**src/source/mem_pkg.sv**
```systemverilog
package mem_pkg;

    // byte address on both cache ports and on burst memory
    localparam int ADDR_WIDTH = 32;

    // one memory beat
    localparam int BEAT_WIDTH = 64;

    // beats that make up one cache line
    localparam int BURSTS_PER_LINE = 4;

    localparam int LINE_WIDTH = BEAT_WIDTH * BURSTS_PER_LINE;   // 256

    // low address bits that are zero in a line address
    localparam int LINE_OFFSET_BITS = 5;

    localparam int BEAT_IDX_BITS = $clog2(BURSTS_PER_LINE);

    // byte address
    typedef logic [ADDR_WIDTH-1:0] addr_t;

    // one beat on the memory bus
    typedef logic [BEAT_WIDTH-1:0] beat_t;

    // full line, beat 0 in the low bits
    typedef logic [LINE_WIDTH-1:0] line_t;

    // beat position inside a burst
    typedef logic [BEAT_IDX_BITS-1:0] beat_idx_t;

    // index of the last beat of a burst
    localparam beat_idx_t LAST_BEAT = beat_idx_t'(BURSTS_PER_LINE - 1);

endpackage : mem_pkg

```
**src/source/burst_reader.sv**
```systemverilog
module burst_reader (
    input  logic                clk,
    input  logic                rst,
    input  logic                start_i,
    input  mem_pkg::addr_t      addr_i,
    input  logic                bmem_ready_i,
    input  mem_pkg::addr_t      bmem_raddr_i,
    input  mem_pkg::beat_t      bmem_rdata_i,
    input  logic                bmem_rvalid_i,
    output logic                bmem_read_o,
    output mem_pkg::addr_t      bmem_read_addr_o,
    output mem_pkg::line_t      line_o,
    output logic                done_o
);

    typedef enum logic [1:0] {
        s_idle,
        s_wait,     // started, memory not ready yet
        s_collect
    } rd_state_e;

    rd_state_e          state_q;
    mem_pkg::addr_t     addr_q;
    mem_pkg::line_t     line_q;
    mem_pkg::beat_idx_t beat_q;
    logic               done_q;
    logic               issue;

    // read may leave in the start cycle itself if memory is ready
    assign issue = ((state_q == s_idle && start_i) || state_q == s_wait) && bmem_ready_i;

    assign bmem_read_o      = issue;
    assign bmem_read_addr_o = (state_q == s_idle) ? addr_i : addr_q;
    assign line_o           = line_q;
    assign done_o           = done_q;

    always_ff @(posedge clk) begin
        if (rst) begin
            state_q <= s_idle;
            beat_q  <= '0;
            done_q  <= 1'b0;
        end else begin
            done_q <= 1'b0;
            case (state_q)
                s_idle: begin
                    if (start_i) begin
                        state_q <= issue ? s_collect : s_wait;
                        beat_q  <= '0;
                    end
                end
                s_wait: begin
                    if (issue) begin
                        state_q <= s_collect;
                    end
                end
                s_collect: begin
                    if (bmem_rvalid_i) begin
                        beat_q <= beat_q + 1'b1;
                        if (beat_q == mem_pkg::LAST_BEAT) begin
                            done_q  <= 1'b1;   // one cycle after the fourth beat
                            state_q <= s_idle;
                        end
                    end
                end
                default: state_q <= s_idle;
            endcase
        end
    end

    // beats shift in from the top, beat 0 ends up lowest
    always_ff @(posedge clk) begin
        if (state_q == s_idle && start_i) begin
            addr_q <= addr_i;
        end
        if (bmem_rvalid_i) begin
            line_q <= {bmem_rdata_i, line_q[mem_pkg::LINE_WIDTH-1:mem_pkg::BEAT_WIDTH]};
        end
    end

    a_raddr_match: assert property (@(posedge clk) disable iff (rst)
        bmem_rvalid_i |-> bmem_raddr_i == addr_q)
        else $error("read beat returned for a different line");

    a_no_stray_beat: assert property (@(posedge clk) disable iff (rst)
        bmem_rvalid_i |-> state_q == s_collect)
        else $error("read beat arrived with no read outstanding");

endmodule : burst_reader

```
**src/source/burst_writer.sv**
```systemverilog
module burst_writer (
    input  logic                clk,
    input  logic                rst,
    input  logic                start_i,
    input  mem_pkg::addr_t      addr_i,
    input  mem_pkg::line_t      line_i,
    input  logic                bmem_ready_i,
    output logic                bmem_write_o,
    output mem_pkg::addr_t      bmem_write_addr_o,
    output mem_pkg::beat_t      bmem_wdata_o,
    output logic                done_o
);

    typedef enum logic {
        s_idle,
        s_send
    } wr_state_e;

    wr_state_e          state_q;
    mem_pkg::addr_t     addr_q;
    mem_pkg::line_t     line_q;
    mem_pkg::beat_idx_t beat_q;
    logic               done_q;
    logic               accept;

    // beat only moves on when memory takes it
    assign accept = (state_q == s_send) && bmem_ready_i;

    assign bmem_write_o      = (state_q == s_send);
    assign bmem_write_addr_o = addr_q;    // line address on every beat
    assign bmem_wdata_o      = line_q[beat_q * mem_pkg::BEAT_WIDTH +: mem_pkg::BEAT_WIDTH];
    assign done_o            = done_q;

    always_ff @(posedge clk) begin
        if (rst) begin
            state_q <= s_idle;
            beat_q  <= '0;
            done_q  <= 1'b0;
        end else begin
            done_q <= 1'b0;
            case (state_q)
                s_idle: begin
                    if (start_i) begin
                        state_q <= s_send;
                        beat_q  <= '0;
                    end
                end
                s_send: begin
                    if (accept) begin
                        beat_q <= beat_q + 1'b1;
                        if (beat_q == mem_pkg::LAST_BEAT) begin
                            done_q  <= 1'b1;
                            state_q <= s_idle;
                        end
                    end
                end
                default: state_q <= s_idle;
            endcase
        end
    end

    // line held for the whole burst
    always_ff @(posedge clk) begin
        if (state_q == s_idle && start_i) begin
            addr_q <= addr_i;
            line_q <= line_i;
        end
    end

    a_start_when_idle: assert property (@(posedge clk) disable iff (rst)
        start_i |-> state_q == s_idle)
        else $error("write started while a burst is still going out");

endmodule : burst_writer

```
**src/source/line_arbiter.sv**
```systemverilog
module line_arbiter (
    input  logic                clk,
    input  logic                rst,

    // instruction side
    input  mem_pkg::addr_t      i_addr_i,
    input  logic                i_read_i,
    output mem_pkg::line_t      i_rdata_o,
    output logic                i_resp_o,

    // data side
    input  mem_pkg::addr_t      d_addr_i,
    input  logic                d_read_i,
    input  logic                d_write_i,
    input  mem_pkg::line_t      d_wdata_i,
    output mem_pkg::line_t      d_rdata_o,
    output logic                d_resp_o,

    // reader and writer control
    output logic                rd_start_o,
    output logic                wr_start_o,
    output mem_pkg::addr_t      xfer_addr_o,
    output mem_pkg::line_t      wr_line_o,
    input  logic                rd_done_i,
    input  logic                wr_done_i,
    input  mem_pkg::line_t      rd_line_i
);

    typedef enum logic [2:0] {
        s_idle,
        s_i_read,
        s_d_read,
        s_d_write,
        s_respond   // response pulse, then back to idle
    } arb_state_e;

    arb_state_e     state_q;
    arb_state_e     state_d;
    logic           grant_i_rd;
    logic           grant_d_rd;
    logic           grant_d_wr;
    logic           rd_start_q;
    logic           wr_start_q;
    logic           i_resp_q;
    logic           d_resp_q;
    mem_pkg::addr_t addr_q;
    mem_pkg::line_t wr_line_q;
    mem_pkg::line_t i_rdata_q;
    mem_pkg::line_t d_rdata_q;

    // data side wins when both are pending
    always_comb begin
        grant_i_rd = 1'b0;
        grant_d_rd = 1'b0;
        grant_d_wr = 1'b0;
        if (state_q == s_idle) begin
            if (d_write_i) begin
                grant_d_wr = 1'b1;
            end else if (d_read_i) begin
                grant_d_rd = 1'b1;
            end else if (i_read_i) begin
                grant_i_rd = 1'b1;
            end
        end
    end

    always_comb begin
        state_d = state_q;
        case (state_q)
            s_idle: begin
                if (grant_d_wr)      state_d = s_d_write;
                else if (grant_d_rd) state_d = s_d_read;
                else if (grant_i_rd) state_d = s_i_read;
            end
            s_i_read:  if (rd_done_i) state_d = s_respond;
            s_d_read:  if (rd_done_i) state_d = s_respond;
            s_d_write: if (wr_done_i) state_d = s_respond;
            s_respond: state_d = s_idle;    // request still high here, skip it
            default:   state_d = s_idle;
        endcase
    end

    always_ff @(posedge clk) begin
        if (rst) begin
            state_q    <= s_idle;
            rd_start_q <= 1'b0;
            wr_start_q <= 1'b0;
            i_resp_q   <= 1'b0;
            d_resp_q   <= 1'b0;
        end else begin
            state_q    <= state_d;
            rd_start_q <= grant_d_rd | grant_i_rd;
            wr_start_q <= grant_d_wr;
            i_resp_q   <= (state_q == s_i_read) && rd_done_i;
            d_resp_q   <= ((state_q == s_d_read) && rd_done_i) ||
                          ((state_q == s_d_write) && wr_done_i);
        end
    end

    // held from grant to response
    always_ff @(posedge clk) begin
        if (grant_i_rd || grant_d_rd || grant_d_wr) begin
            addr_q <= grant_i_rd ? i_addr_i : d_addr_i;
        end
        if (grant_d_wr) begin
            wr_line_q <= d_wdata_i;
        end
        if (state_q == s_i_read && rd_done_i) begin
            i_rdata_q <= rd_line_i;
        end
        if (state_q == s_d_read && rd_done_i) begin
            d_rdata_q <= rd_line_i;
        end
    end

    assign rd_start_o  = rd_start_q;
    assign wr_start_o  = wr_start_q;
    assign xfer_addr_o = addr_q;
    assign wr_line_o   = wr_line_q;
    assign i_resp_o    = i_resp_q;
    assign d_resp_o    = d_resp_q;
    assign i_rdata_o   = i_rdata_q;
    assign d_rdata_o   = d_rdata_q;

    a_i_aligned: assert property (@(posedge clk) disable iff (rst)
        i_read_i |-> i_addr_i[mem_pkg::LINE_OFFSET_BITS-1:0] == '0)
        else $error("instruction side request not line aligned");

    a_d_aligned: assert property (@(posedge clk) disable iff (rst)
        (d_read_i || d_write_i) |-> d_addr_i[mem_pkg::LINE_OFFSET_BITS-1:0] == '0)
        else $error("data side request not line aligned");

    a_d_exclusive: assert property (@(posedge clk) disable iff (rst)
        !(d_read_i && d_write_i))
        else $error("data side read and write raised together");

endmodule : line_arbiter

```
**src/source/cache_mem_ctrl.sv**
```systemverilog
module cache_mem_ctrl (
    input  logic                clk,
    input  logic                rst,

    input  mem_pkg::addr_t      i_addr_i,
    input  logic                i_read_i,
    output mem_pkg::line_t      i_rdata_o,
    output logic                i_resp_o,

    input  mem_pkg::addr_t      d_addr_i,
    input  logic                d_read_i,
    input  logic                d_write_i,
    input  mem_pkg::line_t      d_wdata_i,
    output mem_pkg::line_t      d_rdata_o,
    output logic                d_resp_o,

    output mem_pkg::addr_t      bmem_addr_o,
    output logic                bmem_read_o,
    output logic                bmem_write_o,
    output mem_pkg::beat_t      bmem_wdata_o,
    input  logic                bmem_ready_i,
    input  mem_pkg::addr_t      bmem_raddr_i,
    input  mem_pkg::beat_t      bmem_rdata_i,
    input  logic                bmem_rvalid_i
);

    logic           rd_start;
    logic           wr_start;
    logic           rd_done;
    logic           wr_done;
    mem_pkg::addr_t xfer_addr;
    mem_pkg::addr_t rd_addr;
    mem_pkg::addr_t wr_addr;
    mem_pkg::line_t wr_line;
    mem_pkg::line_t rd_line;

    // only one transfer in flight, strobes never overlap
    assign bmem_addr_o = bmem_write_o ? wr_addr : rd_addr;

    line_arbiter u_arbiter (
        .clk         (clk),
        .rst         (rst),
        .i_addr_i    (i_addr_i),
        .i_read_i    (i_read_i),
        .i_rdata_o   (i_rdata_o),
        .i_resp_o    (i_resp_o),
        .d_addr_i    (d_addr_i),
        .d_read_i    (d_read_i),
        .d_write_i   (d_write_i),
        .d_wdata_i   (d_wdata_i),
        .d_rdata_o   (d_rdata_o),
        .d_resp_o    (d_resp_o),
        .rd_start_o  (rd_start),
        .wr_start_o  (wr_start),
        .xfer_addr_o (xfer_addr),
        .wr_line_o   (wr_line),
        .rd_done_i   (rd_done),
        .wr_done_i   (wr_done),
        .rd_line_i   (rd_line)
    );

    burst_reader u_reader (
        .clk              (clk),
        .rst              (rst),
        .start_i          (rd_start),
        .addr_i           (xfer_addr),
        .bmem_ready_i     (bmem_ready_i),
        .bmem_raddr_i     (bmem_raddr_i),
        .bmem_rdata_i     (bmem_rdata_i),
        .bmem_rvalid_i    (bmem_rvalid_i),
        .bmem_read_o      (bmem_read_o),
        .bmem_read_addr_o (rd_addr),
        .line_o           (rd_line),
        .done_o           (rd_done)
    );

    burst_writer u_writer (
        .clk               (clk),
        .rst               (rst),
        .start_i           (wr_start),
        .addr_i            (xfer_addr),
        .line_i            (wr_line),
        .bmem_ready_i      (bmem_ready_i),
        .bmem_write_o      (bmem_write_o),
        .bmem_write_addr_o (wr_addr),
        .bmem_wdata_o      (bmem_wdata_o),
        .done_o            (wr_done)
    );

endmodule : cache_mem_ctrl

```
**config.mk**
```make
export PLATFORM = sky130hd
export DESIGN_NAME = cache_mem_ctrl
export DESIGN_NICKNAME = d
export VERILOG_FILES = /design/src/source/mem_pkg.sv /design/src/source/burst_reader.sv /design/src/source/burst_writer.sv /design/src/source/line_arbiter.sv /design/src/source/cache_mem_ctrl.sv
export SDC_FILE = /design/constraint.sdc
export NUM_CORES = 1
export LEC_CHECK = 0
export BUFFER_PORTS_ARGS = -buffer_cell sky130_fd_sc_hd__buf_2
export CAP_MARGIN = 40
export CORE_AREA = 2 2 405 407
export DETAILED_ROUTE_END_ITERATION = 8
export DIE_AREA = 0 0 407 409
export PLACE_DENSITY = 0.44
export SETUP_SLACK_MARGIN = 0.4
export SLEW_MARGIN = 25
export SYNTH_ARGS = -nofsm -noshare
export SYNTH_HDL_FRONTEND = slang
export SYNTH_HIERARCHICAL = 1
export SYNTH_SLANG_ARGS = --single-unit
```
**constraint.sdc**
```tcl
create_clock -name clk -period 71.8 [get_ports clk]
set_input_delay 7.18 -clock clk [delete_from_list [all_inputs] [get_ports clk]]
set_output_delay 7.18 -clock clk [all_outputs]
set_load 0.005 [all_outputs]
```
==> results.txt <==
----------------------------------------------------
[Clocking]
  Clock tree buffer depth ... 3
  Clock-pin slew on the worst setup and hold paths ... approximately 0.060 ns
  Insertion delay of the later-clocked pin in the worst-skew pair ... 0.79 ns
  Count of H-tree levels built during CTS ... 4
  Root buffer cell ... sky130_fd_sc_hd__clkbuf_16
  Hold_buf cts ... 0
  Clock sink total ... roughly 1400
  CTS tree ... done
  Post-CTS setup buffers ... 0
  Inserted Clock Buffers ... between 150 and 200
  Cts repair resizes ... 0

[Synthesis]
  Sequential cell area fraction in the yosys report ... 92.16%
  Number of distinct standard cells referenced by the synthesized netlist ... 41
  Syn_nets ... 2062
  Compound-gate portion of the synthesized area ... less than 1%
  Synthesized-area fraction occupied by and/or/nand/nor cells ... 0.5511%
  Fraction of the mapped netlist area in adder cells ... 0.05538%
  Total of warnings raised by yosys ... 6
  Post-synthesis average cell area ... approximately 28 µm²
  Summed instance area of the synthesized netlist ... between 0.04 and 0.05 mm²
  Proportion of synthesized area in mux cells ... about 6.4%
  Post-synthesis xor/xnor area fraction ... 0%
  Largest family of logic cells by synthesized area ... multiplexers
  Number of cells produced by synthesis ... roughly 1600
  Synth Register Bits ... ~1400

[Drt]
  Total routed wire length on the met1 layer ... a little under 50 mm
  Met3 WL ... between 10 and 15 mm
  Highest metal used ... met5
  DRT Wirelength ... between 100 and 150 mm
  Post-DR wirelength/cell ... 26.02 µm
  Via/cell ratio ... roughly 4.2
  First-pass iteration count of the detailed router ... 5
  Number of DRC markers in iteration 0 ... 1857
  Routed wl met2 ... 66.76 mm
  Total via count after detailed routing ... roughly 21000
  Post-route DRC ... 0
  Antenna-violating nets left ... 0

[Global routing]
  Antenna violations before repair ... 75
  Maximum number of pins on one net before global-route repair ... 150
  Remaining Overflow, GRT ... 0
  First-pass GRT wire length ... ~180 mm
  Number of global-route vias before repair ... roughly 22000
  Overall track demand over capacity in global routing ... between 15 and 20%

[Run]
  Max_cap viols ... 0

[Floorplan]
  I/O pin total ... approximately 1000
  Starting utilization of the core area ... between 20 and 30%
  Placeable core region ... between 0.15 and 0.2 mm²
  Chip Width ... around 400 µm
  Count of standard-cell rows ... 148
  Die ar. ... 0.1665 mm²
  Vertical die dimension ... between 400 and 500 µm

[Power]
  P_leak ... roughly 21 nW
  Power density cells ... between 30 and 40 mW/mm²
  Worst vdd ir ... around 22 µV
  Design Power ... roughly 1.8 mW

[Layout]
  Fraction of layout cells with a size suffix above 1 ... between 40% and 50%
  Post-route core utilization ... around 36%
  Syn-to-layout area delta ... 28.70%
  Net count, final ... ~3200

[Place]
  Post-DP HPWL ... ~99 mm
  GP Congestion ... ~0.85
  IO Port Bufs ... about 1000

[Setup path]
  Type of destination of the critical path ... output pin
  Required time of the critical path ... about 65 ns
  Data arrival time of the worst path ... 7.70 ns
  Type of the worst setup path ... primary input to output pin
  Critical path launch point type ... primary input
  Crit-path max FO ... 5

[STA]
  Unrepaired setup endpoints after global routing ... no
  Period utilisation layout ... between 20 and 25%
  Highest clock frequency the design can meet ... between 60 and 70 MHz
  Post-route setup TNS ... 0 ns
  Clock skew ... ~0.054 ns
  Number of endpoints with negative hold slack in the final report ... 0
  Slew margin rel. ... around 28%
  Clock period minus worst slack ... 14.88 ns
  Slew at the pin closest to its max-slew limit ... between 1 and 1.5 ns
  Number of setup violations in the final report ... 0
  Count of final max-slew check failures ... 0

[Outcome]
  Status ... complete, no violations

[Hold path]
  Worst hold path class ... flop to flop

----------------------------------------------------
[synth_stat cells, drive strengths merged]
| library cell | number | share of area [%] |
|---|---|---|
| a2111oi | 1 | 0.019 |
| a21oi | 4 | 0.044 |
| a2bb2oi | 1 | 0.019 |
| a311oi | 1 | 0.019 |
| a31oi | 1 | 0.014 |
| and2 | 2 | 0.028 |
| and2b | 1 | 0.019 |
| and3b | 1 | 0.019 |
| buf | 25 | 0.58 |
| clkbuf | 1 | 0.0083 |
| dfxtp | 16 | 0.71 |
| edfxtp | 1376 | 91 |
| ha | 2 | 0.055 |
| inv | 2 | 0.017 |
| mux2 | 97 | 3.2 |
| mux2i | 2 | 0.044 |
| mux4 | 64 | 3.2 |
| nand2 | 5 | 0.042 |
| nand2b | 2 | 0.028 |
| nand3 | 1 | 0.039 |
| nand3b | 3 | 0.050 |
| nand4b | 1 | 0.019 |
| nor2 | 6 | 0.066 |
| nor2b | 3 | 0.042 |
| nor3 | 3 | 0.058 |
| nor3b | 2 | 0.033 |
| nor4 | 1 | 0.014 |
| nor4b | 3 | 0.058 |
| nor4bb | 1 | 0.022 |
| o21ai | 3 | 0.033 |
| o21bai | 2 | 0.033 |
| o22ai | 1 | 0.014 |
| o31a | 1 | 0.019 |
| o32ai | 1 | 0.019 |
| or2 | 1 | 0.014 |
[worst max-delay path: stages]
cell                     delay, ns
sky130_fd_sc_hd__buf_2        0.15
sky130_fd_sc_hd__inv_1        0.07
sky130_fd_sc_hd__nor2_1       0.10
sky130_fd_sc_hd__buf_2        0.18
[metrics by stage]
step	hold WS, ns	setup WS, ns	cells	instance area [µm²]
2_1_floorplan	0.4003	45.63	1637	45180
3_3_place_gp	0.4012	56.94	4815	52920
3_5_place_dp	0.4045	56.93	4823	53130
4_1_cts	0.3962	56.92	5093	58060
5_1_grt	0.4084	56.84	5100	58120
6_report	0.3963	56.92	5111	58150
[sequential cells by signal (all words and copies together), names as in the netlist]
register,count
u_reader/line_o,256
u_arbiter/rd_start_o,1
u_writer/done_o,1
u_reader/state_q,2
u_writer/bmem_write_o,1
u_arbiter/i_resp_o,1
u_reader/addr_q,32
u_arbiter/xfer_addr_o,32
u_writer/bmem_write_addr_o,32
u_arbiter/i_rdata_o,256
u_arbiter/d_resp_o,1
u_arbiter/wr_start_o,1
u_reader/beat_q,2
u_arbiter/d_rdata_o,256
u_arbiter/wr_line_o,256
u_writer/beat_q,2
u_writer/line_q,256
u_arbiter/state_q,3
u_reader/done_o,1
[layout by cell type (no fill, tap or decap), types with 2 or more instances in the layout]
cell / Yosys / final
sky130_fd_sc_hd__o21bai_1: 2 / 2
sky130_fd_sc_hd__bufinv_16: 0 / 11
sky130_fd_sc_hd__nor4b_1: 3 / 3
sky130_fd_sc_hd__clkinvlp_4: 0 / 5
sky130_fd_sc_hd__clkinv_16: 0 / 10
sky130_fd_sc_hd__mux2_2: 8 / 8
sky130_fd_sc_hd__clkinv_8: 0 / 2
sky130_fd_sc_hd__inv_1: 2 / 2
sky130_fd_sc_hd__a21oi_1: 4 / 4
sky130_fd_sc_hd__buf_4: 2 / 26
sky130_fd_sc_hd__dfxtp_4: 0 / 2
sky130_fd_sc_hd__nand2_1: 5 / 5
sky130_fd_sc_hd__clkbuf_1: 1 / 33
sky130_fd_sc_hd__nand2b_1: 2 / 2
sky130_fd_sc_hd__mux2i_1: 2 / 2
sky130_fd_sc_hd__buf_2: 6 / 1001
sky130_fd_sc_hd__nor3b_1: 2 / 2
sky130_fd_sc_hd__diode_2: 0 / 16
sky130_fd_sc_hd__mux4_2: 64 / 64
sky130_fd_sc_hd__clkinv_2: 0 / 20
sky130_fd_sc_hd__buf_12: 3 / 3
sky130_fd_sc_hd__buf_16: 0 / 8
sky130_fd_sc_hd__nor2_1: 5 / 5
sky130_fd_sc_hd__clkbuf_16: 0 / 153
sky130_fd_sc_hd__mux2_4: 89 / 89
sky130_fd_sc_hd__nand3b_1: 3 / 3
sky130_fd_sc_hd__nor2b_1: 3 / 2
sky130_fd_sc_hd__edfxtp_1: 1376 / 1376
sky130_fd_sc_hd__dfxtp_1: 16 / 13
sky130_fd_sc_hd__inv_6: 0 / 5
sky130_fd_sc_hd__o21ai_0: 3 / 3
sky130_fd_sc_hd__ha_1: 2 / 2
sky130_fd_sc_hd__clkinv_1: 0 / 29
[power by group]
part	switching, mW	total, mW	internal [mW]
clock network	0.325	0.762	0.437
logic	0.0445	0.0804	0.0359
registers	0.0211	0.972	0.951
[cell type report]
class / instances / area, µm²
flip-flops and latches: 1392 / 41650
repair buffers: 1039 / 5500
clock buffers: 186 / 3953
diodes: 16 / 40.04
inverters: 2 / 7.507
clock inverters: 84 / 982.2
multi-input cells: 217 / 3298
fillers: 15100 / 103900
well taps: 2175 / 2721
[final timing paths]
| kind | start | to | slack, ns | cells after the start |
|---|---|---|---|---|
| worst max-delay path | bmem_ready_i | bmem_read_o | 56.92 | 4 |
| worst min register to register | u_arbiter/wr_line_o[206] | u_writer/line_q[206] | 0.40 | 0 |
| worst min-delay path | u_arbiter/wr_line_o[206] | u_writer/line_q[206] | 0.40 | 0 |
| worst max register to register | u_arbiter/state_q[1] | u_arbiter/d_rdata_o[113] | 68.30 | 5 |
[per-layer routing]
metal	vias up	global-route usage, %
li1	9150	-
met2	975	26.43
met4	74	5.785
met3	276	6.013
met1	10860	17.49
met5	-	0
[cell families (layout without fill, tap and decap cells)]
family / Yosys count / after routing
DFF: 1392 / 1392
muxes: 163 / 163
and+or+nand+nor: 36 / 36
buffers and inverters: 28 / 1311
AOI/OAI and AO/OA: 16 / 16
adders and majority gates: 2 / 2
other: 0 / 16
No activity file was read; power rests on OpenSTA's default activity.
